<file path="src/hdl/io_pkg.sv">
// bus widths, boot RAM geometry, device address map and shared IO types

package io_pkg;

   //////////////////////////////////////////////////
   // lite bus

   localparam int IO_ADDR_WIDTH = 32;
   localparam int IO_DATA_WIDTH = 32;
   localparam int IO_STRB_WIDTH = IO_DATA_WIDTH / 8;

   typedef logic [IO_ADDR_WIDTH-1:0] io_addr_t;
   typedef logic [IO_DATA_WIDTH-1:0] io_data_t;
   typedef logic [IO_STRB_WIDTH-1:0] io_strb_t;

   //////////////////////////////////////////////////
   // boot block RAM

   localparam int BRAM_SIZE_BITS   = 12;    // 4 KB
   localparam int BRAM_WIDTH       = 128;
   localparam int BRAM_LINES       = 2 ** BRAM_SIZE_BITS / (BRAM_WIDTH / 8);
   localparam int BRAM_OFFSET_BITS = 2;     // byte within word
   localparam int BRAM_LANE_BITS   = 2;     // word within line
   localparam int BRAM_LANES       = BRAM_WIDTH / IO_DATA_WIDTH;
   localparam int BRAM_BLK_BITS    = $clog2(BRAM_LINES);

   typedef logic [BRAM_WIDTH-1:0]     bram_line_t;
   typedef logic [BRAM_WIDTH/8-1:0]   bram_line_strb_t;
   typedef logic [BRAM_BLK_BITS-1:0]  bram_blk_t;
   typedef logic [BRAM_LANE_BITS-1:0] bram_lane_t;

   //////////////////////////////////////////////////
   // device map

   localparam io_addr_t HOST_BASE = 32'h4000_0000;
   localparam io_addr_t HOST_MASK = 32'hFFFF_FFF8;
   localparam io_addr_t BRAM_BASE = 32'h4001_0000;
   localparam io_addr_t BRAM_MASK = 32'hFFFF_F000;

   localparam io_addr_t HOST_TOHOST_OFS   = 32'h0;
   localparam io_addr_t HOST_FROMHOST_OFS = 32'h4;

   // device that owns the response in flight
   typedef enum logic [1:0] {
      dev_none,
      dev_host,
      dev_bram
   } dev_sel_t;

endpackage
</file>
<file path="src/hdl/host_regs.sv">
// tohost and fromhost registers with test exit level and exit code

`timescale 1ns/1ps

module host_regs import io_pkg::*; (
   input  logic        ram_clk,
   input  logic        arst_n_i,
   input  logic        req_i,
   input  logic        we_i,
   input  io_addr_t    addr_i,
   input  io_data_t    wdata_i,
   input  io_strb_t    strb_i,
   output io_data_t    rdata_o,
   output logic        host_exit_o,
   output logic [30:0] host_code_o
);

   io_data_t tohost_q;
   io_data_t fromhost_q;
   io_data_t rdata_q;
   logic     tohost_sel;
   logic     fromhost_sel;

   // strobed byte merge into an existing word
   function automatic io_data_t merge_bytes(io_data_t old_val, io_data_t new_val,
                                            io_strb_t strb);
      io_data_t res;
      res = old_val;
      for (int i = 0; i < IO_STRB_WIDTH; i++) begin
         if (strb[i]) begin
            res[i*8 +: 8] = new_val[i*8 +: 8];
         end
      end
      return res;
   endfunction

   assign tohost_sel   = addr_i[2] == HOST_TOHOST_OFS[2];
   assign fromhost_sel = addr_i[2] == HOST_FROMHOST_OFS[2];

   always_ff @(posedge ram_clk or negedge arst_n_i) begin
      if (!arst_n_i) begin
         tohost_q   <= '0;
         fromhost_q <= '0;
      end else if (req_i && we_i) begin
         if (tohost_sel) begin
            tohost_q <= merge_bytes(tohost_q, wdata_i, strb_i);
         end
         if (fromhost_sel) begin
            fromhost_q <= merge_bytes(fromhost_q, wdata_i, strb_i);
         end
      end
   end

   always_ff @(posedge ram_clk) begin
      if (req_i && !we_i) begin
         rdata_q <= fromhost_sel ? fromhost_q : tohost_q;
      end
   end

   assign rdata_o = rdata_q;

   // bit 0 ends the test, the rest is the exit code
   assign host_exit_o = tohost_q[0];
   assign host_code_o = tohost_q[IO_DATA_WIDTH-1:1];

endmodule

</file>
<file path="config.mk">
export PLATFORM = sky130hd
export DESIGN_NAME = host_regs
export DESIGN_NICKNAME = d
export VERILOG_FILES = /design/src/hdl/io_pkg.sv /design/src/hdl/host_regs.sv
export SDC_FILE = /design/constraint.sdc
export NUM_CORES = 1
export LEC_CHECK = 0
export ABC_AREA = 0
export BUFFER_PORTS_ARGS = -buffer_cell sky130_fd_sc_hd__buf_4
export CAP_MARGIN = 40
export CORE_MARGIN = 3
export CORE_UTILIZATION = 45
export DETAILED_ROUTE_END_ITERATION = 10
export HOLD_SLACK_MARGIN = 0.03
export PLACE_DENSITY = 0.84
export SKIP_LAST_GASP = 1
export SYNTH_ARGS = -nofsm -noshare
export SYNTH_HDL_FRONTEND = slang
export SYNTH_SLANG_ARGS = --single-unit
</file>
<file path="constraint.sdc">
create_clock -name ram_clk -period 0.88 [get_ports ram_clk]
set_clock_uncertainty 0.1 [all_clocks]
set_input_delay 0.088 -clock ram_clk [delete_from_list [all_inputs] [get_ports ram_clk]]
set_output_delay 0.088 -clock ram_clk [all_outputs]
set_load 0.02 [all_outputs]
</file>
# Word-level counts from Yosys, hierarchy flattened
# Index checks and enable logic that the tools add are counted.
[op_classes]
reduce_logical = 11
n_bitwise = 1
mux = 1
[op_table]
columns = ["operator", "count"]
rows = [
  ["2-to-1 mux 32 bit", 1],
  ["AND reduction 3 bit", 8],
  ["logical AND 1 bit", 2],
  ["logical NOT 1 bit", 1],
  ["NOT 1 bit", 1],
]
[word_totals]
regBits = 96
elab_cells = 22
input_bits = 72
output_inout_bits = 64

# Longest topological paths before layout
[logic_depth]
ltp_word = 2
mapped_depth = 3
depth_no_buf = 2

# Least setup slack after synthesis
# OpenSTA, ideal clock, no wires.
[synth_path]
kind = "input to register"
start = "input req_i"
end = "register rdata_q[0], in the netlist rdata_o[0], enable pin"
path_buffers = 1
path_slack_ns = -1.385
path_stages = 2
required_ns = 0.355
arrival_time_ns = 1.741
setup_ns = 0.425
cell_sequence = "buf_4 -> nor2b_1"
[synth_between]
elab_chain_cells = 1
[synth_rtl]
columns = ["item", "line", "text"]
rows = [
  ["from (decl)", "host_regs.sv:8", "input logic req_i,"],
  ["logical AND 1 bit", "host_regs.sv:55", "if (req_i && !we_i) begin"],
  ["to (signal assigned)", "host_regs.sv:56", "rdata_q <= fromhost_sel ? fromhost_q : tohost_q;"],
  ["to (decl)", "host_regs.sv:20", "io_data_t rdata_q;"],
]
# Every way passes these cells.
# A chain may end at the register's enable or synchronous reset.

# Worst setup path after layout
[layout_path]
start = "register tohost_q[23]"
end = "output host_code_o[22]"
[layout_rtl]
columns = ["item", "line", "text"]
rows = [
  ["from (decl)", "host_regs.sv:18", "io_data_t tohost_q;"],
  ["from (signal assigned)", "host_regs.sv:46", "tohost_q <= merge_bytes(tohost_q, wdata_i, strb_i);"],
  ["to (decl)", "host_regs.sv:15", "output logic [30:0] host_code_o"],
]
# No word-level cell between the ends.

==> out/results.tsv <==
metric	value	unit
result of the run	finished, violations left	
violated checks	negative hold slack, negative setup slack	
Vert. Die Dim	98.1	um
CP bufs+invs	2	
number of iterations in the first detailed-routing pass	4	
number of maximum-capacitance violations	0	
internal power	9.86	mW
unrepaired setup endpoints after global routing	yes	
site row count	32	
cell type contributing the most total cell area after synthesis	sky130_fd_sc_hd__dfrtp_1	
sw power	3.72	mW
critical path's top delay family	flip-flops	
launch instance of the worst register-to-register path	tohost_q[21]	
sequential element share of the synthesized area	0.672	
WL final	9.55	mm
detailed-route via count	2520	
initial antenna violation count	0	
gr ovfl total	0	
Slew HR	0.769	
worst hold margin	-0.112	ns
sum of negative setup slack	-25.44	ns
capturing instance or port of the critical path	host_code_o[22]	
post-synthesis cell count	207	
final estimated routing congestion in global placement	0.715	
GRT Overall Usage	0.200	
ANT cells	0	
residual antenna-violating net count after detailed routing	0	
power density relative to cell area	2150	nW/um2
layout overhead on the synthesized area	65.7	%
area share of the largest cell type after synthesis	0.420	
proportion of power drawn by combinational gates	0.336	
clk sinks	96	
sum of net half-perimeters after detailed placement	5.64	mm
type of the tightest min-delay check	input port to register	
switching share of power	0.274	
Seq cells post-synth	96	
most numerous cell in the Yosys netlist	sky130_fd_sc_hd__mux2_2	
Post-synth top cells	96 x sky130_fd_sc_hd__mux2_2, 64 x sky130_fd_sc_hd__dfrtp_1, 32 x sky130_fd_sc_hd__edfxtp_1	
Port Buffer Count	104	
standby leakage power	2.97	nW
Tmin final	1.22	ns
fraction of layout instances using a drive strength above 1	0.761	
Via density	5.00	
die span in x	98.1	um
Hold Fails Final Rpt	8	
Tcrit/Tclk final	1.38	
biggest cell delay along the critical path	0.44	ns
clock-pin slew of the registers on the worst-case setup and hold paths	0.09	ns
launch instance of the worst min-delay path	wdata_i[3]	
TritonCTS clock tree	done	
total chip power	13.6	mW
critical path fanouts, max	3	
CTS buffer count	9	
Top cell by count, worst path	sky130_fd_sc_hd__buf_6	
number of standard cells in the layout, taps in and fillers out	504	
pin slew with the least headroom to its limit	0.346	ns
Post-Syn Nets	279	
largest net degree at the start of global routing	63	
cell depth of the worst setup path	2	
syn avg cell area	18.4	um2
clock network latency to the later pin of the worst-skew pair	0.35	ns
Max stage delay cell, worst path	sky130_fd_sc_hd__dfrtp_2	
required time at the endpoint of the critical path	0.69	ns
Remaining DRCs	0	
number of enable-type register cells in the synthesized netlist	32	
Final Max Tran Viols	0	
maximum vdd ir drop	0.00117	V
timing startpoint of the critical path	tohost_q[23]	
CP startpoint kind	register	
H-tree levels	3	
share of synthesized registers carrying an async set or reset	0.667	
maximum operating frequency	823	MHz
final setup slack of the worst path	-0.335	ns
global-route wire length before repair	15.3	mm
ordered list of cells on the worst path	buf_6 > buf_6	
violation count after the first detailed-routing iteration	54	
Filler cells	430	
number of cells on the worst reg-to-reg path	2	
cell area after synthesis	3810	um2
starting utilization of the core area	0.479	
Setup WS pre-CTS	-0.365	ns
critical path data arrival time	1.03	ns
sequential share of power	0.454	
Reg2Reg Capture Point	rdata_o[21]	
Root Buffer	sky130_fd_sc_hd__clkbuf_8	
Worst Path Class, Setup	register to output port	
maximum number of buffers from clock root to sink	2	
number of nets in the layout	469	
count of cell types in the netlist	10	
synth top area cells	sky130_fd_sc_hd__dfrtp_1 42%, sky130_fd_sc_hd__mux2_2 28%, sky130_fd_sc_hd__edfxtp_1 25%	
final number of setup-violating endpoints	135	
proportion of power drawn by the clock network	0.210	
Synth Warn #	0	
I/O pin count	136	
area of the core region	7970	um2
prevailing post-synth register cell	sky130_fd_sc_hd__dfrtp_1	
endpoint kind of the worst setup timing path	output port	
routed length per placed instance	18.9	um
vias in the first global route	2882	
number of placed instances, taps included	440	
worst setup slack for register-to-register paths	-0.29	ns
Die Area	9620	um2
-- worst register-to-register path, delay by kind of cell (launching register included) --
| family | cells | cell delay [ns] |
|---|---|---|
| DFF | 1 | 0.43 |
| muxes | 1 | 0.27 |
| buffers and inverters | 1 | 0.13 |
-- final cells by class --
cell class | count | area (um2) | share of cell area
clock inverter | 7 | 71.3 | 0.0113
clock buffer | 9 | 124 | 0.0196
tap | 102 | 128 | 0.0202
timing repair buffer | 185 | 1930 | 0.305
sequential | 96 | 2600 | 0.412
multi-input combinational | 105 | 1460 | 0.232
-- registers in the layout, summed over array words and instances (netlist names) --
name	count
tohost_q	32
fromhost_q	32
rdata_o	32
-- cells in the final DEF (no fill, tap or decap) --
master and count:
sky130_fd_sc_hd__bufinv_16 1, sky130_fd_sc_hd__buf_12 3, sky130_fd_sc_hd__clkinv_4 2, sky130_fd_sc_hd__nand4b_2 2
sky130_fd_sc_hd__inv_6 1, sky130_fd_sc_hd__dlymetal6s4s_1 8, sky130_fd_sc_hd__nor2b_4 1, sky130_fd_sc_hd__nand4b_4 2
sky130_fd_sc_hd__mux2_4 55, sky130_fd_sc_hd__buf_4 43, sky130_fd_sc_hd__dfrtp_2 32, sky130_fd_sc_hd__clkbuf_8 9
sky130_fd_sc_hd__nand4_4 4, sky130_fd_sc_hd__clkinvlp_4 1, sky130_fd_sc_hd__clkinv_1 2, sky130_fd_sc_hd__dlygate4sd3_1 22
sky130_fd_sc_hd__edfxtp_1 32, sky130_fd_sc_hd__mux2_2 41, sky130_fd_sc_hd__dfrtp_1 32, sky130_fd_sc_hd__buf_6 109
-- cell families (layout without fill, tap and decap cells) --
family / after synthesis / in the layout / share of synthesized area
multiplexers: 96 / 96 / 0.283
flip-flops: 96 / 96 / 0.672
AND/OR/NAND/NOR: 9 / 9 / 0.0328
buffers and inverters: 6 / 201 / 0.0118
-- layer usage --
layer,part of all wire,wire length (um),up-vias,track usage
li1,-,-,1149,-
met2,0.52,4990,80,0.340
met5,0,0,-,0
met1,0.40,3850,1270,0.252
met3,0.046,441,21,0.0379
met4,0.028,272,0,0.0831
-- power groups by stage --
stage	logic (mW)	registers [mW]	clock network, mW
global route	4.82	6.26	3.09
CTS	4.25	6.11	2.86
global placement	2.97	6.04	0
finish	4.56	6.16	2.85
floorplan	1.04	6.58	0
detailed placement	3.07	6.10	0
-- worst min path at each step --
stage | slack (ns) | endpoint | depth (start not counted)
2_1_floorplan | -0.31 | fromhost_q[0] | 0
3_3_place_gp | -0.21 | fromhost_q[22] | 1
3_5_place_dp | -0.21 | fromhost_q[22] | 1
4_1_cts | -0.12 | tohost_q[16] | 2
5_1_grt | -0.11 | fromhost_q[16] | 2
6_report | -0.11 | fromhost_q[3] | 2
-- repair_timing --
item / CTS / global route
endpoints found under the setup margin: 126 / 154
resized for setup: 136 / 41
hold endpoints to repair: 128 / 10
buffers inserted: 17 / 6
hold buffers: 31 / 1
-- stage by stage --
step                      instance area (um2)   util
after floorplan                          3900      -
after global placement                   5010  0.629
after detailed placement                 5010  0.629
after CTS                                6160  0.773
after global routing                     6320  0.793
final                                    6320  0.793
Note: power is estimated with default switching activity, not from simulation.
