[config.mk]
export PLATFORM = sky130hd
export DESIGN_NAME = bram_lane_ctrl
export DESIGN_NICKNAME = d
export VERILOG_FILES = /design/src/hdl/io_pkg.sv /design/src/hdl/bram_lane_ctrl.sv
export SDC_FILE = /design/constraint.sdc
export NUM_CORES = 1
export LEC_CHECK = 0
export ABC_AREA = 1
export BUFFER_PORTS_ARGS = -buffer_cell sky130_fd_sc_hd__buf_2
export CELL_PAD_IN_SITES_DETAIL_PLACEMENT = 0
export CELL_PAD_IN_SITES_GLOBAL_PLACEMENT = 1
export CORE_AREA = 5 5 146 148
export DETAILED_ROUTE_END_ITERATION = 16
export DIE_AREA = 0 0 151 153
export PLACE_DENSITY_LB_ADDON = 0.1
export SYNTH_ARGS = -nofsm -noshare
export SYNTH_HDL_FRONTEND = slang
export SYNTH_SLANG_ARGS = --single-unit
export TNS_END_PERCENT = 50
[constraint.sdc]
create_clock -name ram_clk -period 2.9 [get_ports ram_clk]
set_input_delay 0.58 -clock ram_clk [delete_from_list [all_inputs] [get_ports ram_clk]]
set_output_delay 0.58 -clock ram_clk [all_outputs]
set_load 0.05 [all_outputs]
[src/hdl/io_pkg.sv]
// bus widths, boot RAM geometry, device address map and shared IO types

package io_pkg;

   //////////////////////////////////////////////////
   // lite bus

   localparam int IO_ADDR_WIDTH = 32;
   localparam int IO_DATA_WIDTH = 32;
   localparam int IO_STRB_WIDTH = IO_DATA_WIDTH / 8;

   typedef logic [IO_ADDR_WIDTH-1:0] io_addr_t;
   typedef logic [IO_DATA_WIDTH-1:0] io_data_t;
   typedef logic [IO_STRB_WIDTH-1:0] io_strb_t;

   //////////////////////////////////////////////////
   // boot block RAM

   localparam int BRAM_SIZE_BITS   = 12;    // 4 KB
   localparam int BRAM_WIDTH       = 128;
   localparam int BRAM_LINES       = 2 ** BRAM_SIZE_BITS / (BRAM_WIDTH / 8);
   localparam int BRAM_OFFSET_BITS = 2;     // byte within word
   localparam int BRAM_LANE_BITS   = 2;     // word within line
   localparam int BRAM_LANES       = BRAM_WIDTH / IO_DATA_WIDTH;
   localparam int BRAM_BLK_BITS    = $clog2(BRAM_LINES);

   typedef logic [BRAM_WIDTH-1:0]     bram_line_t;
   typedef logic [BRAM_WIDTH/8-1:0]   bram_line_strb_t;
   typedef logic [BRAM_BLK_BITS-1:0]  bram_blk_t;
   typedef logic [BRAM_LANE_BITS-1:0] bram_lane_t;

   //////////////////////////////////////////////////
   // device map

   localparam io_addr_t HOST_BASE = 32'h4000_0000;
   localparam io_addr_t HOST_MASK = 32'hFFFF_FFF8;
   localparam io_addr_t BRAM_BASE = 32'h4001_0000;
   localparam io_addr_t BRAM_MASK = 32'hFFFF_F000;

   localparam io_addr_t HOST_TOHOST_OFS   = 32'h0;
   localparam io_addr_t HOST_FROMHOST_OFS = 32'h4;

   // device that owns the response in flight
   typedef enum logic [1:0] {
      dev_none,
      dev_host,
      dev_bram
   } dev_sel_t;

endpackage
[src/hdl/bram_lane_ctrl.sv]
// word to line adapter for the boot RAM, lane placement and read lane select

`timescale 1ns/1ps

module bram_lane_ctrl import io_pkg::*; (
   input  logic            ram_clk,
   input  logic            arst_n_i,
   input  logic            req_i,
   input  logic            we_i,
   input  io_addr_t        addr_i,
   input  io_data_t        wdata_i,
   input  io_strb_t        strb_i,
   input  bram_line_t      line_rdata_i,
   output logic            en_o,
   output bram_blk_t       blk_o,
   output bram_line_strb_t line_strb_o,
   output bram_line_t      line_wdata_o,
   output io_data_t        rdata_o
);

   bram_lane_t lane;
   bram_lane_t lane_q;
   logic [BRAM_LANE_BITS+BRAM_OFFSET_BITS-1:0] strb_shift;

   // byte address splits into line, lane and byte offset
   assign blk_o = addr_i[BRAM_LANE_BITS+BRAM_OFFSET_BITS +: BRAM_BLK_BITS];
   assign lane  = addr_i[BRAM_OFFSET_BITS +: BRAM_LANE_BITS];

   assign en_o = req_i;

   //////////////////////////////////////////////////
   // write path

   // lane index in byte units
   assign strb_shift = {lane, {BRAM_OFFSET_BITS{1'b0}}};

   always_comb begin
      line_strb_o = '0;
      if (we_i) begin
         line_strb_o = bram_line_strb_t'(strb_i) << strb_shift;
      end
   end

   // same word in every lane, strobes pick the one that lands
   assign line_wdata_o = {BRAM_LANES{wdata_i}};

   //////////////////////////////////////////////////
   // read path

   always_ff @(posedge ram_clk or negedge arst_n_i) begin
      if (!arst_n_i) begin
         lane_q <= '0;
      end else if (req_i) begin
         lane_q <= lane;   // lines up with the registered line index
      end
   end

   assign rdata_o = line_rdata_i[lane_q*IO_DATA_WIDTH +: IO_DATA_WIDTH];

endmodule

* Word-level counts from Yosys, hierarchy flattened
Cells that the tools add are included.
** Cells by class
- Shift-type cells :: 2
- Muxes and demuxes :: 1
** Operators with widths (count)
- indexed part select 128 x 8 -> 32 bit :: 1
- 2-to-1 mux 16 bit :: 1
- left shift 4 x 4 -> 16 bit :: 1
** Storage, ports and cells
- Register bits :: 2
- Input port bits :: 200
- Word-level logic and storage cells :: 4

* Depth between registers and ports, before layout
Gate-level depths: netlist of the first run.
- Depth after elaboration :: 2
- Gate-level depth with buffers :: 6
- Depth with buffers taken out :: 4

* Worst setup path before layout of the first run
Ideal clock, no wire load.
- Kind :: input -> output
- Start :: input port addr_i[3]
- End :: output port line_strb_o[0]
- Arrival :: 1.412 ns
- Data required time :: 2.320 ns
- Path slack :: 0.908 ns
- Cell stages on the path :: 3
- Cells stage by stage :: inv_1 -> nand2_1 -> nor2_1
** On the way
- Longest elaborated chain between the ends :: 2
** Ends and longest elaborated chain
- from (decl) :: line bram_lane_ctrl.sv:10 : input io_addr_t addr_i,
- left shift 4 x 4 -> 16 bit :: line bram_lane_ctrl.sv:40 : line_strb_o = bram_line_strb_t'(strb_i) << strb_shift;
- 2-to-1 mux 16 bit :: line bram_lane_ctrl.sv:39 : if (we_i) begin
- to (decl) :: line bram_lane_ctrl.sv:16 : output bram_line_strb_t line_strb_o,
No other way between the ends.

* Final worst setup path of the first run
- Start :: register lane_q[1]
- End :: output port rdata_o[0]
** On the way
- Longest elaborated chain between the ends :: 1
** Ends and longest elaborated chain
- from (decl) :: line bram_lane_ctrl.sv:22 : bram_lane_t lane_q;
- from (signal assigned) :: line bram_lane_ctrl.sv:54 : lane_q <= lane;
- indexed part select 128 x 8 -> 32 bit :: line bram_lane_ctrl.sv:58 : assign rdata_o = line_rdata_i[lane_q*IO_DATA_WIDTH +: IO_DATA_WIDTH];
- to (decl) :: line bram_lane_ctrl.sv:18 : output io_data_t rdata_o
No other way between the ends.

==> results by group, run 1 <==
Status
  • Outcome: finished clean

STA
  • Setup TNS: 0 ps
  • Slew Viols, Final: 0
  • Final setup vio count: 0
  • Tmin final: 2295 ps
  • Hold Vio Cnt, Final: 0
  • RSZ-0062 raised after global routing: no
  • Fin crit share: 79.15%
  • Worst slew pin tran: ~450 ps
  • Worst Clk Skew: 0 ps
  • Relative slew slack: between 60 and 70%
  • Fmax achieved: between 400 and 500 MHz

Power
  • VDD IR-drop max: between 0.1 and 0.15 mV
  • Pleak: roughly 2.1 nW
  • PD cells: about 330 mW/mm^2

Logic synthesis
  • Post-Syn Area: 0.002776 mm^2
  • Synth top area cells: buf_4 (39%), nand2_1 (23%), inv_1 (18%), nand3_1 (12%), nor2_1 (2.2%)
  • Yosys warns: 0
  • Seq/Total Area, Yosys: 1.803%
  • Post-synth top area cell: buf_4
  • FF+latch count, synth: 2
  • Yosys cell types: 13
  • Syn Inst Count: between 500 and 600
  • Area share of the largest cell type after synthesis: just under 40%
  • Mapped Nets: between 700 and 800
  • Post-Syn Area per Cell: 5.085 um^2

Final layout
  • Commonest non-fill, non-tap cell in the layout: buf_2
  • Nets: about 790
  • Share of layout cells above drive strength 1: about a third
  • Design Area, Final: approximately 0.0030 mm^2
  • Largest regs: lane_q (2)
  • Ant diodes: 0
  • Largest register FFs: 2
  • Largest Register: lane_q
  • Final-layout fill cell count: roughly 2500
  • Synth-to-layout area growth: 7.616%
  • Commonest non-fill, non-tap cells in the layout: buf_2 (186), nand2_1 (172), inv_1 (130)

Worst setup path
  • Slowest stage cell, crit path: dfrtp_1
  • Worst Setup Start Kind: flip-flop
  • Crit path kind: reg2out
  • Worst-path fanout max: 27
  • WP data arrival: roughly 1700 ps
  • Critical Path, Cell by Cell: inv_2 > buf_4 > nand3_1 > nand2_1 > buf_2
  • Crit path capture type: primary output
  • Max incr delay on CP: between 300 and 400 ps
  • Worst EP required: around 2300 ps

Route
  • Vias: 2817
  • Wirelength per Cell: around 12 um
  • Vias/cell: 3.299
  • ANT nets after route: 0
  • Initial DRC count: 77
  • Detailed Route WL: just over 10 mm
  • Post-route DRC violation count: 0
  • Pre-Repair DR Iteration Count: 4

Place
  • GP Congestion: around 0.72
  • Hpwl dp: roughly 7.9 mm
  • Area of placed instances: ~0.0029 mm^2
  • Buffers on Ports: 186

Clock network
  • Num CTS Buffers: 3
  • Clock H-tree levels: 1
  • Post-CTS Resized: 0
  • CTS tree: built
  • CTS Buffer Depth: 2
  • Clock Latency Late Sink: about 220 ps
  • Clk pin slew, worst setup/hold paths: 30 ps
  • CTS Sinks: 2
  • Cts hold-fix bufs: 0
  • Setup Buffers After CTS: 0
  • Root Buffer: clkbuf_16

Job
  • Total of max-cap violations: 0

Global routing
  • Number of global-route vias before repair: 2919
  • Initial antenna violation count: 1
  • First-pass GRT wire length: between 15 and 20 mm
  • Total global routing overflow: 0
  • GRT Util Overall: under 10%
  • Largest net degree at the start of global routing: 40

Hold path
  • Hold Crit Class: in2async

Floorplanning
  • Initial Util: between 10 and 15%
  • Die area: around 0.023 mm^2
  • Height of the chip: about 150 um
  • Core Footprint: between 0.015 and 0.02 mm^2
  • Die width: roughly 150 um
  • IO Count: a little under 400
  • # rows: 52
kinds of logic after synthesis:
kind of cell,after synthesis,synth area share [%]
AOI/OAI and AO/OA,2,0.3602
and+or+nand+nor,252,36.95
DFF,2,1.803
buffers and inverters,290,60.88
synthesized netlist by cell type:
master,n
inv_1,130
buf_4,144
o21ai_0,1
buf_2,7
dfrtp_1,2
inv_2,2
clkbuf_8,3
buf_6,3
nand3_1,64
clkbuf_1,1
o21ai_1,1
nor2_1,16
nand2_1,172
worst max-delay path, delay by kind of cell (launching register included):
family,cells,cell delay (ps)
buf+inv,3,810
flops,1,390
simple gates,2,280
cell type report:
class	count	area [um^2]	share of cell area, %
inverters	132	495.5	16.58
clock buffers	4	78.83	2.638
flip-flops and latches	2	51.30	1.717
repair buffers	192	988.4	33.08
well taps	270	337.8	11.31
multi-input cells	254	1036	34.67
path summary, 6_finish.rpt:
kind                                start    endpoint  slack (ps)  depth (start not counted)
min in group ram_clk                req_i   lane_q[0]         600                          2
worst min register to register  lane_q[0]   lane_q[0]         670                          2
worst max register to register  lane_q[1]   lane_q[1]        1690                          3
worst max-delay path            lane_q[1]  rdata_o[0]         600                          5
max in group asynchronous        arst_n_i   lane_q[0]        2650                          1
worst min-delay path             arst_n_i   lane_q[0]         140                          1
through the flow:
step | setup slack [ps] | power, W | hold WS, ps | std cells | utilization [%]
global placement | 737.6 | 0.0007837 | 366.7 | 850 | 14.61
CTS | 496.7 | 0.0009992 | 136.3 | 854 | 15.01
detailed placement | 725.0 | 0.0007773 | 369.9 | 850 | 14.61
floorplan | 908.3 | 0.001059 | 284.4 | 546 | -
finish | 604.7 | 0.0009759 | 138.1 | 854 | 15.01
global route | 446.2 | 0.001057 | 137.3 | 854 | 15.01
metal layers:
layer	wire length [um]	global-route usage, %	up-vias	part of all wire, %
li1	-	-	1489	-
met1	4080	9.237	1152	41
met2	4879	14.44	151	49
met3	973	2.369	23	9.7
met4	104	1.641	2	1.0
met5	20	0	-	0.20
power by group:
| part | internal [W] | switching [W] |
|---|---|---|
| Clock | 0.000181 | 0.0000342 |
| Sequential | 0.0000309 | 0.00000230 |
| Combinational | 0.000209 | 0.000519 |
Note: power is estimated with default switching activity, not from simulation.
==> run 2: changes to the inputs <==
==> constraint.sdc (replaced) <==
create_clock -name ram_clk -period 2.15 [get_ports ram_clk]
set_input_delay 0.43 -clock ram_clk [delete_from_list [all_inputs] [get_ports ram_clk]]
set_output_delay 0.43 -clock ram_clk [all_outputs]
set_load 0.05 [all_outputs]
==> results by group, run 2 (synthesis results as in run 1) <==
Power
  • Flop pwr share: 3.3% (was 3.4%)
  • Net Switching: 0.0007537 W (was 0.0005551 W)
  • Clock share of power: 21.8% (was 22.1%)
  • Sw Ratio: 56.33% (was 56.88%)
  • VDD IR-drop max: 0.1708 mV (was 0.1443 mV)
  • Int Pwr: 0.0005842 W (was 0.0004208 W)
  • Comb power frac: 74.9% (was 74.5%)
  • Pleak: 2.171 nW (was 2.147 nW)
  • PD cells: 439.7 mW/mm^2 (was 326.6 mW/mm^2)

STA
  • Tmin final: roughly 2000 ps
  • Worst Clk Skew: 0 ps (unchanged)
  • Setup TNS: 0 ps (unchanged)
  • Fmax achieved: 504.2 MHz
  • Relative slew slack: 69.87% (was 69.89%)
  • Hold Vio Cnt, Final: 0 (unchanged)
  • RSZ-0062 raised after global routing: no (unchanged)
  • Final setup vio count: 0 (unchanged)
  • Hold Slack: 436.1 ps (was 138.1 ps)
  • Worst slew pin tran: 452.0 ps (was 451.6 ps)
  • Fin crit share: 92.25%
  • Slew Viols, Final: 0 (unchanged)

Clock network
  • CTS Buffer Depth: 2 (unchanged)
  • Clock H-tree levels: 1 (unchanged)
  • CTS tree: built (unchanged)
  • Setup Buffers After CTS: 0 (unchanged)
  • Clock Latency Late Sink: 220 ps (about the same)
  • CTS Sinks: 2 (unchanged)
  • Root Buffer: clkbuf_16 (unchanged)
  • Clk pin slew, worst setup/hold paths: 30 ps (about the same)
  • Num CTS Buffers: 3 (unchanged)

Floorplanning
  • Initial Util: 13.95% (unchanged)
  • Die area: 0.02310 mm^2 (unchanged)
  • Core Footprint: 0.01991 mm^2 (unchanged)
  • # rows: 52 (unchanged)
  • Height of the chip: 153 um (unchanged)
  • Die width: 151 um (unchanged)
  • IO Count: 385 (unchanged)

Route
  • Initial DRC count: 33 (was 77)
  • Pre-Repair DR Iteration Count: 4 (unchanged)
  • Detailed Route WL: 10.15 mm (was 10.06 mm)
  • Vias: 2803 (was 2817)
  • Post-route DRC violation count: 0 (unchanged)
  • Vias/cell: 3.275 (was 3.299)
  • Wirelength per Cell: 11.86 um (was 11.78 um)
  • ANT nets after route: 0 (unchanged)

Global routing
  • GRT Util Overall: 8.072% (was 7.987%)
  • Total global routing overflow: 0 (unchanged)
  • Largest net degree at the start of global routing: 40 (unchanged)
  • First-pass GRT wire length: 15.28 mm (was 15.11 mm)
  • Initial antenna violation count: 3 (was 1)
  • Number of global-route vias before repair: 3060 (was 2919)

Worst setup path
  • Worst Setup Start Kind: flip-flop (unchanged)
  • WP data arrival: 1550 ps (was 1720 ps)
  • Worst EP required: 1720 ps (was 2320 ps)
  • Worst-path fanout max: 26 (was 27)
  • Crit path capture type: primary output (unchanged)
  • Crit path kind: reg2out (unchanged)

Place
  • Hpwl dp: 8.207 mm (was 7.908 mm)
  • Buffers on Ports: 186 (unchanged)
  • GP Congestion: 0.7004 (was 0.7163)

Final layout
  • Finished Core Util: 15.28% (was 15.01%)
  • Commonest non-fill, non-tap cells in the layout: buf_2 (186), nand2_1 (172), inv_1 (130) (unchanged)
  • Commonest non-fill, non-tap cell in the layout: buf_2 (unchanged)
  • Synth-to-layout area growth: 9.599% (was 7.616%)
  • Nets: 787 (was 785)
  • Largest register FFs: 2 (unchanged)
  • Ant diodes: 0 (unchanged)
  • Share of layout cells above drive strength 1: 33.96% (was 33.90%)
  • Largest regs: lane_q (2) (unchanged)
  • Largest Register: lane_q (unchanged)

Hold path
  • Hold Crit Class: in2reg (was in2async)

Job
  • Total of max-cap violations: 0 (unchanged)

Status
  • Outcome: finished clean (unchanged)
-- run 2: cell types whose count changed in the layout (fill, tap and decap cells not counted) --
cell	before	now
dlygate4sd3_1	0	1
buf_12	1	4
buf_4	5	3
-- run 2: repair_timing --
item	CTS	global route
hold endpoints to repair	2	0
gates resized for setup	0	0
hold buffers	1	0
-- run 2: cell type report --
type | instances | area, um^2
clock buffers | 4 | 78.83
fillers | 2460 | 16870
inverters | 132 | 495.5
multi-input cells | 254 | 1036
flip-flops and latches | 2 | 51.30
well taps | 270 | 337.8
repair buffers | 194 | 1044
-- run 2: path summary, 6_finish.rpt --
path,slack [ps],endpoint,cells past startpoint,from
max,170,rdata_o[30],6,lane_q[0]
min,440,lane_q[0],2,req_i
max reg2reg,1150,lane_q[1],3,lane_q[1]
min reg2reg,690,lane_q[0],2,lane_q[0]
max in group asynchronous,1500,lane_q[0],2,arst_n_i
min in group asynchronous,540,lane_q[0],2,arst_n_i
-- run 2: power by group through the flow --
stage | Combinational, W | Sequential (W) | Clock, W
after global placement | 0.00103 | 0.0000448 | 0
after CTS | 0.00103 | 0.0000444 | 0.000297
after detailed placement | 0.00102 | 0.0000449 | 0
after floorplan | 0.00139 | 0.0000429 | 0
after global routing | 0.00110 | 0.0000449 | 0.000307
final | 0.00100 | 0.0000443 | 0.000291
-- run 2: metal layers --
metal	wire length, um	track usage [%]	vias up
met2	4856	14.74	156
met3	1117	2.961	27
met1	4035	8.828	1119
met5	33	0	-
li1	-	-	1495
met4	108	1.770	6
-- run 2: through the flow --
step | instance area (um^2) | total power, W | worst slack (ps) | cells
final | 3043 | 0.001338 | 166.7 | 856
after global routing | 3043 | 0.001452 | 35.27 | 856
after CTS | 3043 | 0.001372 | 104.6 | 856
after detailed placement | 2954 | 0.001069 | 350.4 | 851
after global placement | 2954 | 0.001074 | 354.1 | 851
after floorplan | 2776 | 0.001429 | 458.3 | 546
-- run 2: worst max-delay path, stage by stage (launching register included) --
cell and delay [ps]:
dfrtp_2 400, inv_2 250, buf_12 220, nand2_1 70, nand3_1 100, nand2_1 60, buf_2 200
