<file path="config.mk">
export PLATFORM = sky130hd
export DESIGN_NAME = io_decoder
export DESIGN_NICKNAME = d
export VERILOG_FILES = /design/src/hdl/io_pkg.sv /design/src/hdl/io_decoder.sv
export SDC_FILE = /design/constraint.sdc
export NUM_CORES = 1
export LEC_CHECK = 0
export ABC_CLOCK_PERIOD_IN_PS = 3550
export BUFFER_PORTS_ARGS = -buffer_cell sky130_fd_sc_hd__buf_2
export CAP_MARGIN = 10
export CELL_PAD_IN_SITES_DETAIL_PLACEMENT = 1
export CELL_PAD_IN_SITES_GLOBAL_PLACEMENT = 1
export CORE_UTILIZATION = 16
export DETAILED_ROUTE_END_ITERATION = 16
export PLACE_DENSITY_LB_ADDON = 0.1
export SETUP_SLACK_MARGIN = 0.02
export SLEW_MARGIN = 0
export SYNTH_ARGS = -nofsm -noshare
export SYNTH_HDL_FRONTEND = slang
export SYNTH_SLANG_ARGS = --single-unit
</file>
<file path="constraint.sdc">
create_clock -name ram_clk -period 3.55 [get_ports ram_clk]
set_input_delay 0.355 -clock ram_clk [delete_from_list [all_inputs] [get_ports ram_clk]]
set_output_delay 0.355 -clock ram_clk [all_outputs]
set_load 0.02 [all_outputs]
</file>
<file path="src/hdl/io_pkg.sv">
// bus widths, boot RAM geometry, device address map and shared IO types

package io_pkg;

   //////////////////////////////////////////////////
   // lite bus

   localparam int IO_ADDR_WIDTH = 32;
   localparam int IO_DATA_WIDTH = 32;
   localparam int IO_STRB_WIDTH = IO_DATA_WIDTH / 8;

   typedef logic [IO_ADDR_WIDTH-1:0] io_addr_t;
   typedef logic [IO_DATA_WIDTH-1:0] io_data_t;
   typedef logic [IO_STRB_WIDTH-1:0] io_strb_t;

   //////////////////////////////////////////////////
   // boot block RAM

   localparam int BRAM_SIZE_BITS   = 12;    // 4 KB
   localparam int BRAM_WIDTH       = 128;
   localparam int BRAM_LINES       = 2 ** BRAM_SIZE_BITS / (BRAM_WIDTH / 8);
   localparam int BRAM_OFFSET_BITS = 2;     // byte within word
   localparam int BRAM_LANE_BITS   = 2;     // word within line
   localparam int BRAM_LANES       = BRAM_WIDTH / IO_DATA_WIDTH;
   localparam int BRAM_BLK_BITS    = $clog2(BRAM_LINES);

   typedef logic [BRAM_WIDTH-1:0]     bram_line_t;
   typedef logic [BRAM_WIDTH/8-1:0]   bram_line_strb_t;
   typedef logic [BRAM_BLK_BITS-1:0]  bram_blk_t;
   typedef logic [BRAM_LANE_BITS-1:0] bram_lane_t;

   //////////////////////////////////////////////////
   // device map

   localparam io_addr_t HOST_BASE = 32'h4000_0000;
   localparam io_addr_t HOST_MASK = 32'hFFFF_FFF8;
   localparam io_addr_t BRAM_BASE = 32'h4001_0000;
   localparam io_addr_t BRAM_MASK = 32'hFFFF_F000;

   localparam io_addr_t HOST_TOHOST_OFS   = 32'h0;
   localparam io_addr_t HOST_FROMHOST_OFS = 32'h4;

   // device that owns the response in flight
   typedef enum logic [1:0] {
      dev_none,
      dev_host,
      dev_bram
   } dev_sel_t;

endpackage
</file>
<file path="src/hdl/io_decoder.sv">
// IO region address decoder with device strobes and response mux

`timescale 1ns/1ps

module io_decoder import io_pkg::*; (
   input  logic     ram_clk,
   input  logic     arst_n_i,
   input  logic     req_i,
   input  io_addr_t addr_i,
   input  io_data_t host_rdata_i,
   input  io_data_t bram_rdata_i,
   output logic     host_req_o,
   output logic     bram_req_o,
   output logic     rsp_valid_o,
   output io_data_t rdata_o,
   output logic     err_o
);

   dev_sel_t dev_sel;     // device hit in the request cycle
   dev_sel_t dev_sel_q;   // device that answers this cycle
   logic     rsp_valid_q;
   logic     host_hit;
   logic     bram_hit;

   //////////////////////////////////////////////////
   // request side

   assign host_hit = (addr_i & HOST_MASK) == HOST_BASE;
   assign bram_hit = (addr_i & BRAM_MASK) == BRAM_BASE;

   always_comb begin
      dev_sel = dev_none;
      if (host_hit) begin
         dev_sel = dev_host;
      end else if (bram_hit) begin
         dev_sel = dev_bram;
      end
   end

   assign host_req_o = req_i && (dev_sel == dev_host);
   assign bram_req_o = req_i && (dev_sel == dev_bram);

   //////////////////////////////////////////////////
   // response side

   always_ff @(posedge ram_clk or negedge arst_n_i) begin
      if (!arst_n_i) begin
         rsp_valid_q <= 1'b0;
         dev_sel_q   <= dev_none;
      end else begin
         rsp_valid_q <= req_i;
         if (req_i) begin
            dev_sel_q <= dev_sel;   // held until the next request
         end
      end
   end

   always_comb begin
      case (dev_sel_q)
         dev_host: rdata_o = host_rdata_i;
         dev_bram: rdata_o = bram_rdata_i;
         default:  rdata_o = '0;
      endcase
   end

   assign rsp_valid_o = rsp_valid_q;
   assign err_o       = rsp_valid_q && (dev_sel_q == dev_none);   // unclaimed address

endmodule

</file>
# Word-level counts from Yosys, hierarchy flattened
# Index checks and enable logic that the tools add are counted.
[totals] reg_bits=3 in_bits=99 out_inout_bits=36
[op_classes] eq_ne=6 muxes=3 reduce_logical=4
[op_table] cell="$pmux W32 S2" count=1
[op_table] cell="$eq A29 B28 Y1 const B" count=1
[op_table] cell="$eq A20 B19 Y1 const B" count=1
[op_table] cell="$eq A2 B1 Y1 const B" count=2
[op_table] cell="$eq A2 B2 Y1 const B" count=2
[op_table] cell="$mux W2" count=2
[op_table] cell="$logic_and A1 B1 Y1" count=3
[op_table] cell="$logic_not A2 Y1" count=1

# Depth between registers and ports, before layout
# Gate-level depths: netlist of run 1.
[depth] ltp_word=5 mapped_depth=5 ltp_nobuf=4

# Worst setup path after synthesis of run 1
# OpenSTA, ideal clock, no wires.
[synth_timing] path_kind="reg2out" from="reg dev_sel_q[0]" to="out rdata_o[10]" path_stages_with_launch=5 path_buffers=1 required_ps=3195 path_slack_ps=1928 t_arrival_ps=1267 path_cell_list="dfrtp_1 inv_1 ha_1 clkbuf_1 nor2b_1"
[synth_via] elab_chain_cells=2 elab_cells_between_ends=3
[synth_rtl] element="start: declaration" line="io_decoder.sv:20" rtl="dev_sel_t dev_sel_q;"
[synth_rtl] element="start signal: assignment" line="io_decoder.sv:49" rtl="dev_sel_q <= dev_none;"
[synth_rtl] element="start signal: assignment" line="io_decoder.sv:53" rtl="dev_sel_q <= dev_sel;"
[synth_rtl] element="$eq A2 B2 Y1 / $eq A2 B1 Y1 (equally long branches)" line="io_decoder.sv:59" rtl="case (dev_sel_q)"
[synth_rtl] element="$pmux W32 S2 *" line="io_decoder.sv:59"
[synth_rtl] element="end: declaration" line="io_decoder.sv:15" rtl="output io_data_t rdata_o,"
# Mark *: on every way between the ends. The rest lies on a longest branch, timed or not.

# Worst setup path after layout of run 1
[layout_timing] from="reg dev_sel_q[0]" to="out rdata_o[7]"
# The elaborated chain is that of the path after synthesis.

==> results by group, run 1 <==
Outcome
  – Status: finished clean

Yosys
  – Net Count, Synth: 206
  – Share of the synthesized area in the top cell type: 30.9%
  – Main area contributors after synthesis: a22oi_1, nor2b_1, dfrtp_1, ha_1, nor4_1
  – Synthesized cell area: 777 µm²
  – Flops & latches, synth: 3
  – Avg Inst Size Synth: 7.47 µm²
  – Cell count after synthesis: 104
  – Leading area contributor after synthesis: a22oi_1
  – Yosys warns: 0
  – Netlist cell types: 19
  – Sequential cell area fraction in the yosys report: 9.66%

STA
  – Maximum clock frequency: 0.453 GHz
  – Slew Limit Fails: 0
  – Min cycle time layout: 2210 ps
  – Clock Skew: 0 ps
  – Setup violation total in the final timing report: 0
  – Final hold vios: 0
  – Slew headroom: 48.1%
  – Setup TNS: 0 ps
  – Worst setup margin: 1340 ps
  – Final worst-path cycle share: 62.2%
  – Worst Tran Pin Value: 779 ps
  – RSZ-0062 raised after global routing: no
  – Hold_ws: 302 ps

Setup path
  – CP Launch Type: flop
  – Worst EP arrival: 1850 ps
  – Critical Setup Path Class: reg -> out
  – Required @ worst endpoint: 3190 ps
  – Crit path capture type: output port
  – Crit Path Max Fanout: 22

Placed design
  – Dpl ws: 1520 ps
  – PortBufs: 131
  – Cell Area, Placed: 0.00147 mm²
  – Final RePlAce weighted congestion: 0.738
  – Placed cells: 280
  – Dpl hpwl: 2940 µm

Floorplanning
  – Num rows: 24
  – Die W: 71.7 µm
  – Die footprint: 0.00514 mm²
  – CORE AREA: 0.00450 mm²
  – Die Ht: 71.7 µm
  – Ports: 135
  – Initial Utilization: 17.2%

Layout
  – Area of the multi-input gates: 653 µm²
  – Layout cell share with drive strength beyond 1: 60.5%
  – # fillers: 614
  – Most frequent cells in the layout: buf_2, a22oi_1, nor2b_1
  – Post-Layout Cell Count: 285
  – Area grow syn2layout: 96.5%
  – Most common cell after layout, fill and taps aside: buf_2
  – FF+latch area: 75.1 µm²
  – Final Util: 33.9%
  – Fin nets: 336
  – Final Instance Area: 0.00153 mm²
  – Antenna diodes: 0

Run
  – Max Cap Viol: 0

Global routing
  – GR Util All Layers: 13.2%
  – Vias in the first global route: 1223
  – Global route overflow: 0
  – First-pass GRT wire length: 5580 µm
  – Largest net degree at the start of global routing: 33
  – Antenna violations before repair: 0

Clock network
  – CTS H-tree lvls: 1
  – Root Buffer: clkbuf_8
  – CTS tree: done
  – Max Buffers Root-to-Sink: 2
  – Clk sinks: 3
  – Clock Latency Late Sink: 210 ps
  – Worst-path clk slew: 30 ps
  – CTS Buf Count: 3

Detailed routing
  – Via density per instance: 4.68
  – Initial DRC count: 52
  – Residual DRC count: 0
  – Detail Route Antenna Nets: 0
  – DR WL/cell: 12.7 µm
  – Drt total wl: 3620 µm
  – Via Count: 1333
  – TritonRoute pass-1 iters: 4

Worst hold path
  – Hold Crit Class: in -> reg

Pwr
  – Max VDD drop: 0.103 mV
  – Leak pwr: 0.721 nW
  – Pwr Total: 198 µW
  – Total power per unit cell area: 130 mW/mm²
## sequential cells by signal, summed over array words and instances (netlist names)
signal and count:
rsp_valid_o 1, dev_sel_q 2
## final cells by class
class,instances,area share [%]
multi-input combinational,90,42.8
sequential,3,4.92
inverter,2,0.492
timing repair buffer,134,44.6
tap,52,4.26
clock buffer,4,2.95
## worst max-delay path, stage by stage, from the launching register on
cell and delay (ps):
dfrtp_1 370, inv_1 100, ha_1 420, buf_4 340
a22oi_1 100, nor2b_1 130, buf_2 170
## final timing paths
check / slack [ps] / cells past startpoint / start / to
min in group asynchronous: 470 / 2 / arst_n_i / rsp_valid_o$_DFF_PN0_
min reg2reg: 610 / 2 / dev_sel_q[0]$_DFFE_PN0P_ / dev_sel_q[0]$_DFFE_PN0P_
min: 300 / 1 / req_i / rsp_valid_o$_DFF_PN0_
max: 1340 / 6 / dev_sel_q[0]$_DFFE_PN0P_ / rdata_o[7]
max reg2reg: 2870 / 2 / dev_sel_q[1]$_DFFE_PN0P_ / dev_sel_q[1]$_DFFE_PN0P_
max in group asynchronous: 2970 / 2 / arst_n_i / dev_sel_q[1]$_DFFE_PN0P_
## cell families (layout without fill, tap and decap cells)
logic type / count (synthesis) / in the layout / share of synthesized area (%)
flops: 3 / 3 / 9.66
buf+inv: 11 / 140 / 6.28
simple gates: 53 / 53 / 46.7
compound gates: 34 / 34 / 32.5
fa+ha+maj: 3 / 3 / 4.83
## where the power goes
| part | leakage, nW | total (mW) | switching [mW] | internal (mW) |
|---|---|---|---|---|
| combinational | 0.659 | 0.0641 | 0.0231 | 0.0410 |
| sequential | 0.0396 | 0.0352 | 0.000202 | 0.0350 |
| clock | 0.0228 | 0.0990 | 0.0224 | 0.0766 |
| total | 0.721 | 0.198 | 0.0457 | 0.153 |
## synth_stat cells (all sizes together)
cell type and count:
a22oi 32, and2 1, buf 6, clkbuf 3, dfrtp 3, ha 3, inv 2, nand2 6
nand4 2, nor2 1, nor2b 32, nor3 1, nor4 8, nor4b 2, o22ai 2
## what timing repair did
| item | in CTS | in global routing |
|---|---|---|
| resized for setup | 0 | 0 |
| setup buffers | 0 | 0 |
| endpoints found under the setup margin | 0 | 0 |
| endpoints found under the hold margin | 3 | 0 |
| hold buffers | 1 | 0 |
## metal layers
layer	track usage (%)	wire length, µm	vias to the layer above
met5	0	0	-
met4	3.27	33	0
met3	3.09	383	4
met2	25.8	1830	87
met1	14.0	1370	589
li1	-	-	653
Power figures use the tool's default switching activity.
==> inputs of run 2 (changes only) <==
--- a/config.mk
+++ b/config.mk
@@ -5,12 +5,12 @@
 export SDC_FILE = /design/constraint.sdc
 export NUM_CORES = 1
 export LEC_CHECK = 0
-export ABC_CLOCK_PERIOD_IN_PS = 3550
+export ABC_CLOCK_PERIOD_IN_PS = 1800
 export BUFFER_PORTS_ARGS = -buffer_cell sky130_fd_sc_hd__buf_2
 export CAP_MARGIN = 10
 export CELL_PAD_IN_SITES_DETAIL_PLACEMENT = 1
 export CELL_PAD_IN_SITES_GLOBAL_PLACEMENT = 1
-export CORE_UTILIZATION = 16
+export CORE_UTILIZATION = 14
 export DETAILED_ROUTE_END_ITERATION = 16
 export PLACE_DENSITY_LB_ADDON = 0.1
 export SETUP_SLACK_MARGIN = 0.02
==> constraint.sdc (replaced) <==
create_clock -name ram_clk -period 1.8 [get_ports ram_clk]
set_input_delay 0.18 -clock ram_clk [delete_from_list [all_inputs] [get_ports ram_clk]]
set_output_delay 0.18 -clock ram_clk [all_outputs]
set_load 0.02 [all_outputs]
==> results by group, run 2 (same netlist as run 1, synthesis figures left out) <==
Layout
  – FF+latch area: 75.1 µm² (unchanged)
  – Top reg by flops: dev_sel_q
  – Most frequent cells in the layout: buf_2, a22oi_1, nor2b_1
  – Post-Layout Cell Count: 307 (+7.7%)
  – Fin nets: 340 (+1.2%)
  – # fillers: 700 (+14%)
  – Antenna diodes: 0 (unchanged)
  – Layout cell share with drive strength beyond 1: 61.2% (+0.67 points)
  – Area grow syn2layout: 106%
  – Max reg flops: 2 (unchanged)
  – Most common cell after layout, fill and taps aside: buf_2
  – Area of the multi-input gates: 653 µm² (unchanged)

STA
  – Worst setup margin: 144 ps (-1200 ps)
  – Maximum clock frequency: 0.604 GHz
  – Slew Limit Fails: 0 (unchanged)
  – Final hold vios: 0 (unchanged)
  – Worst Tran Pin Value: 477 ps (-302 ps)
  – Setup TNS: 0 ps (unchanged)
  – RSZ-0062 raised after global routing: yes
  – Slew headroom: 67.9% (+20 points)
  – Clock Skew: 0 ps (unchanged)
  – Final worst-path cycle share: 92.0%
  – Setup violation total in the final timing report: 0 (unchanged)
  – Min cycle time layout: 1660 ps

Floorplanning
  – Die Ht: 76.5 µm (+6.7%)
  – Die footprint: 0.00585 mm² (+14%)
  – CORE AREA: 0.00524 mm² (+16%)
  – Initial Utilization: 14.8% (-2.4 points)
  – Die W: 76.5 µm (+6.7%)
  – Ports: 135 (unchanged)
  – Num rows: 26 (+8.3%)

Placed design
  – Final RePlAce weighted congestion: 0.669 (-9.3%)
  – Dpl ws: 322 ps (-1190 ps)
  – Dpl hpwl: 3080 µm (+4.8%)
  – PortBufs: 131 (unchanged)
  – Placed cells: 302 (+7.9%)

Pwr
  – Leak pwr: 0.747 nW (+3.6%)
  – Max VDD drop: 0.119 mV (+16%)
  – Total power per unit cell area: 244 mW/mm² (+87%)

Global routing
  – Global route overflow: 0 (unchanged)
  – First-pass GRT wire length: 5950 µm (+6.7%)
  – Largest net degree at the start of global routing: 25 (-24%)
  – Antenna violations before repair: 0 (unchanged)
  – GR Util All Layers: 12.2% (-0.94 points)
  – Vias in the first global route: 1351 (+10%)

Setup path
  – Crit-path max cell delay: 370 ps (-50 ps)
  – Required @ worst endpoint: 1620 ps (-1570 ps)
  – Critical Setup Path Class: reg -> out
  – Crit path capture type: output port
  – CP max stage cell: dfrtp_1
  – Crit Path Max Fanout: 14 (-36%)
  – CP Launch Type: flop
  – Crit path cell chain: inv_1, ha_1, buf_4, a22oi_1, nor2b_1, buf_2
  – Worst EP arrival: 1480 ps (-370 ps)

Detailed routing
  – TritonRoute pass-1 iters: 4 (unchanged)
  – Detail Route Antenna Nets: 0 (unchanged)
  – Via density per instance: 4.36 (-6.7%)
  – Drt total wl: 3630 µm (+0.33%)
  – Residual DRC count: 0 (unchanged)
  – DR WL/cell: 11.8 µm (-6.9%)
  – Initial DRC count: 21 (-60%)
  – Via Count: 1340 (+0.53%)

Clock network
  – CTS tree: done
  – Clk sinks: 3 (unchanged)
  – Root Buffer: clkbuf_8
  – Max Buffers Root-to-Sink: 2 (unchanged)
  – Clock Latency Late Sink: 210 ps (about the same)
  – CTS H-tree lvls: 1 (unchanged)
  – Worst-path clk slew: 30 ps (about the same)
  – CTS Buf Count: 3 (unchanged)
  – Post-CTS setup buffers: 0 (unchanged)

Worst hold path
  – Hold Crit Class: in -> reg

Run
  – Max Cap Viol: 0 (unchanged)

Outcome
  – Status: finished clean
==> run 2: cell count changes in the layout (fill, tap and decap cells not counted), sizes merged <==
cell,previous run,this run
buf,133,137
==> run 2: power by group <==
part           leakage [nW]  internal, mW  switching [mW]
clock                0.0228         0.151          0.0425
sequential           0.0396        0.0691        0.000347
combinational         0.685        0.0810          0.0458
total                 0.747         0.301          0.0887
==> run 2: through the flow <==
stage	cell area [µm²]	util (%)	power [mW]	hold slack (ps)
after global placement	1540	29.3	0.195	-21.3
after floorplan	777	-	0.0834	-116
after global routing	1600	30.5	0.413	127
final	1600	30.5	0.390	123
after CTS	1590	30.4	0.396	121
after detailed placement	1540	29.3	0.197	-20.9
==> run 2: repair_timing <==
action,4_1_cts,5_1_grt
gates resized for setup,0,2
endpoints found under the setup margin,0,6
hold endpoints to repair,3,0
hold buffers,1,0
==> run 2: area by class of cell <==
cell class	count	area share [%]
timing repair buffer	138	45.7
multi-input combinational	90	40.8
tap	70	5.48
inverter	2	0.469
clock buffer	4	2.82
sequential	3	4.69
==> run 2: metal layers <==
| layer | vias to the layer above | track usage, % | share of wire, % |
|---|---|---|---|
| li1 | 663 | - | - |
| met1 | 588 | 12.4 | 39 |
| met2 | 80 | 22.4 | 48 |
| met3 | 9 | 4.55 | 11 |
| met4 | 0 | 5.00 | 2.1 |
| met5 | - | 0 | 0 |
==> run 2: path summary, 6_finish.rpt <==
| kind | start | to | slack (ps) | cells after the start |
|---|---|---|---|---|
| max in group asynchronous | arst_n_i | dev_sel_q[0]$_DFFE_PN0P_ | 1400 | 2 |
| worst min register to register | dev_sel_q[1]$_DFFE_PN0P_ | dev_sel_q[1]$_DFFE_PN0P_ | 600 | 2 |
| worst min-delay path | req_i | rsp_valid_o$_DFF_PN0_ | 120 | 1 |
| worst max register to register | dev_sel_q[0]$_DFFE_PN0P_ | dev_sel_q[0]$_DFFE_PN0P_ | 1120 | 2 |
| min in group asynchronous | arst_n_i | dev_sel_q[1]$_DFFE_PN0P_ | 300 | 2 |
| worst max-delay path | dev_sel_q[0]$_DFFE_PN0P_ | rdata_o[4] | 140 | 6 |
==> run 2: worst max-delay path, delay by kind of cell (launching register included) <==
family                     cells  cell delay, ps
adders and majority gates      1             190
DFF                            1             370
AOI/OAI and AO/OA              1              90
buffers and inverters          3             500
and+or+nand+nor                1             120
==> inputs of run 3 (changes only) <==
--- a/config.mk
+++ b/config.mk
@@ -5,16 +5,17 @@
 export SDC_FILE = /design/constraint.sdc
 export NUM_CORES = 1
 export LEC_CHECK = 0
+export ABC_AREA = 1
 export ABC_CLOCK_PERIOD_IN_PS = 1800
 export BUFFER_PORTS_ARGS = -buffer_cell sky130_fd_sc_hd__buf_2
 export CAP_MARGIN = 10
 export CELL_PAD_IN_SITES_DETAIL_PLACEMENT = 1
 export CELL_PAD_IN_SITES_GLOBAL_PLACEMENT = 1
-export CORE_UTILIZATION = 14
+export CORE_UTILIZATION = 12
 export DETAILED_ROUTE_END_ITERATION = 16
 export PLACE_DENSITY_LB_ADDON = 0.1
-export SETUP_SLACK_MARGIN = 0.02
-export SLEW_MARGIN = 0
+export SETUP_SLACK_MARGIN = 0.4
+export SLEW_MARGIN = 20
 export SYNTH_ARGS = -nofsm -noshare
 export SYNTH_HDL_FRONTEND = slang
 export SYNTH_SLANG_ARGS = --single-unit
==> results by group, run 3 <==
Outcome
  – Status: finished clean

Clock network
  – CTS tree: done
  – Root Buffer: clkbuf_8
  – CTS H-tree lvls: 1 (unchanged)
  – Clock Latency Late Sink: 220 ps (about the same)
  – Clk sinks: 3 (unchanged)
  – CTS Buf Count: 3 (unchanged)
  – Worst-path clk slew: 30 ps (about the same)
  – Max Buffers Root-to-Sink: 2 (unchanged)

Detailed routing
  – Max layer used: met4
  – Detail Route Antenna Nets: 0 (unchanged)
  – Residual DRC count: 0 (unchanged)
  – Drt total wl: 4600 µm (+27%)
  – Via Count: 1519 (+13%)
  – Via density per instance: 4.09 (-6.2%)
  – DR WL/cell: 12.4 µm (+4.7%)
  – Detailed route wirelength on metal2: 2350 µm (+34%)
  – TritonRoute pass-1 iters: 3 (-1)
  – Length of routed wiring on met1: 1860 µm (+31%)
  – Initial DRC count: 12 (-43%)
  – Routed wl met3: 366 µm (-7.1%)

Global routing
  – Antenna violations before repair: 0 (unchanged)
  – GR Util All Layers: 13.6% (+1.4 points)
  – Vias in the first global route: 1471 (+8.9%)
  – First-pass GRT wire length: 6880 µm (+16%)
  – Largest net degree at the start of global routing: 17 (-32%)
  – Global route overflow: 0 (unchanged)

Pwr
  – Pwr Total: 396 µW (+1.6%)
  – Int Power: 302 µW (+0.23%)
  – Sw Share: 23.8% (+1.1 points)
  – Switching Power: 94.4 µW (+6.4%)
  – Power share of the clock group: 50.8% (+1.2 points)
  – Max VDD drop: 0.282 mV (+140%)
  – Register share of total power: 17.6% (-0.2 points)
  – Total power per unit cell area: 188 mW/mm² (-23%)
  – Leak pwr: 0.924 nW (+24%)
  – Comb pwr share: 31.7% (-0.9 points)

Setup path
  – Worst EP arrival: 1430 ps (-50 ps)
  – R2r setup slk: 870 ps (-250 ps)
  – Worst r2r path cells: 4 (+2)
  – Crit. Startpoint: dev_sel_q[0]$_DFFE_PN0P_
  – R2R Path Start: dev_sel_q[0]$_DFFE_PN0P_
  – Required @ worst endpoint: 1620 ps (about the same)
  – Crit path capture type: output port
  – Crit Path Max Fanout: 8 (-6)
  – CP Launch Type: flop
  – RR Endpoint: dev_sel_q[0]$_DFFE_PN0P_
  – Critical Setup Path Class: reg -> out

Yosys
  – Sequential cell area fraction in the yosys report: 10.1% (+0.42 points)
  – Post-synth EDFFs: 0 (unchanged)
  – Avg Inst Size Synth: 4.83 µm² (-35%)
  – Post-synth top cells: nand2_1, a21oi_1, nor2_1
  – Flops & latches, synth: 3 (unchanged)
  – Netlist cell types: 14 (-5)
  – Synthesized cell area: 744 µm² (-4.2%)
  – Main area contributors after synthesis: nand2_1, a21oi_1, dfrtp_1, nor2_1, buf_2
  – Top FF cell, synth: dfrtp_1
  – Net Count, Synth: 256 (+24%)
  – Cell count after synthesis: 154 (+48%)
  – Share of the synthesized area in the top cell type: 37.3% (+6.4 points)
  – Most common cell in the netlist: nand2_1
  – Async SR Flop Fraction: 100% (unchanged)
  – Leading area contributor after synthesis: nand2_1
  – Yosys warns: 0 (unchanged)

Placed design
  – PortBufs: 131 (unchanged)
  – Placed cells: 355 (+18%)
  – Dpl hpwl: 3080 µm (about the same)
  – Final RePlAce weighted congestion: 0.668 (-0.15%)

Layout
  – Fin nets: 399 (+17%)
  – # fillers: 804 (+15%)
  – Post-Layout Cell Count: 371 (+21%)
  – Most common cell after layout, fill and taps aside: buf_2
  – Layout cell share with drive strength beyond 1: 67.2% (+6.0 points)
  – Top reg by flops: dev_sel_q
  – Most frequent cells in the layout: buf_2, nand2_1, buf_4
  – Antenna diodes: 0 (unchanged)
  – Max reg flops: 2 (unchanged)
  – Area grow syn2layout: 183%
  – Final Util: 35.3% (+4.8 points)

Run
  – Max Cap Viol: 0 (unchanged)

Worst hold path
  – HP Start: req_i
  – Hold EP: rsp_valid_o$_DFF_PN0_
  – Hold Path Depth: 1 (unchanged)
  – Hold Crit Class: in -> reg

STA
  – Maximum clock frequency: 0.623 GHz (+3.2%)
  – Clock Skew: 0 ps (unchanged)
  – Setup violation total in the final timing report: 0 (unchanged)
  – Min cycle time layout: 1610 ps (-50.8 ps)
  – Worst Tran Pin Value: 183 ps (-294 ps)
  – Slew Limit Fails: 0 (unchanged)
  – Slew headroom: 87.7% (+20 points)
  – RSZ-0062 raised after global routing: yes
  – Final hold vios: 0 (unchanged)
  – Final worst-path cycle share: 89.2% (-2.8 points)
  – Setup TNS: 0 ps (unchanged)

Floorplanning
  – Initial Utilization: 12.5% (-2.3 points)
  – Die Ht: 80.8 µm (+5.6%)
  – CORE AREA: 0.00596 mm² (+14%)
  – Die footprint: 0.00652 mm² (+11%)
  – Ports: 135 (unchanged)
  – Die W: 80.8 µm (+5.6%)
  – Num rows: 28 (+7.7%)
-- run 3: cell count changes after synthesis, sizes merged, moves of 5 or more --
cell   before  now
a21oi       0   32
a22oi      32    0
inv         2    7
nand2       6   74
nor2        1   20
nor2b      32    0
nor4        8    0
-- run 3: through the flow --
step	setup slack [ps]	instance area [µm²]	hold WS [ps]
2_1_floorplan	369	801	-116
3_3_place_gp	331	1560	-14.6
3_5_place_dp	327	1560	-9.96
4_1_cts	188	1970	139
5_1_grt	125	2100	145
6_report	195	2100	144
-- run 3: per-layer routing --
metal,track usage [%],up-vias
met1,15.8,668
met4,2.68,0
met2,26.2,75
met3,2.02,3
met5,0,-
li1,-,773
-- run 3: worst max path at each step --
| stage | end | slack, ps | depth (start not counted) |
|---|---|---|---|
| after floorplan | rdata_o[19] | 370 | 5 |
| after CTS | rdata_o[15] | 190 | 6 |
| after global routing | rdata_o[21] | 130 | 6 |
| final | rdata_o[5] | 190 | 6 |
| after detailed placement | rdata_o[15] | 330 | 6 |
| after global placement | rdata_o[15] | 330 | 6 |
-- run 3: kinds of logic after synthesis --
family	share of synthesized area (%)
AND/OR/NAND/NOR	51.4
buffers and inverters	9.58
adder cells (fa/ha/maj)	5.04
AO/OA/AOI/OAI	23.9
flip-flops	10.1
-- run 3: power groups by stage --
stage / Sequential, mW / Clock [mW] / Combinational [mW]
3_5_place_dp: 0.0704 / 0 / 0.121
5_1_grt: 0.0698 / 0.214 / 0.141
2_1_floorplan: 0.0719 / 0 / 0.0146
4_1_cts: 0.0697 / 0.207 / 0.123
6_report: 0.0696 / 0.201 / 0.125
3_3_place_gp: 0.0703 / 0 / 0.120
-- run 3: critical path, cell delays in order (launching register included) --
cell and delay, ps:
dfrtp_1 370, inv_2 120, ha_4 210, clkbuf_16 180, nand2_1 70, a21oi_2 120
buf_4 150
-- run 3: layout make-up --
class / instances / area [µm²] / share of cell area (%)
well taps: 75 / 93.8 / 4.46
multi-input cells: 135 / 828 / 39.4
repair buffers: 147 / 1030 / 48.8
flip-flops and latches: 3 / 75.1 / 3.57
inverters: 7 / 33.8 / 1.61
clock buffers: 4 / 45.0 / 2.14
-- run 3: repair_timing --
| item | in CTS | in global routing |
|---|---|---|
| hold buffers | 1 | 0 |
| endpoints found under the hold margin | 3 | 0 |
| gates resized for setup | 69 | 25 |
| endpoints found under the setup margin | 32 | 32 |
| pin swaps | 1 | 3 |
| cloned | 5 | 1 |
| setup buffers | 4 | 1 |
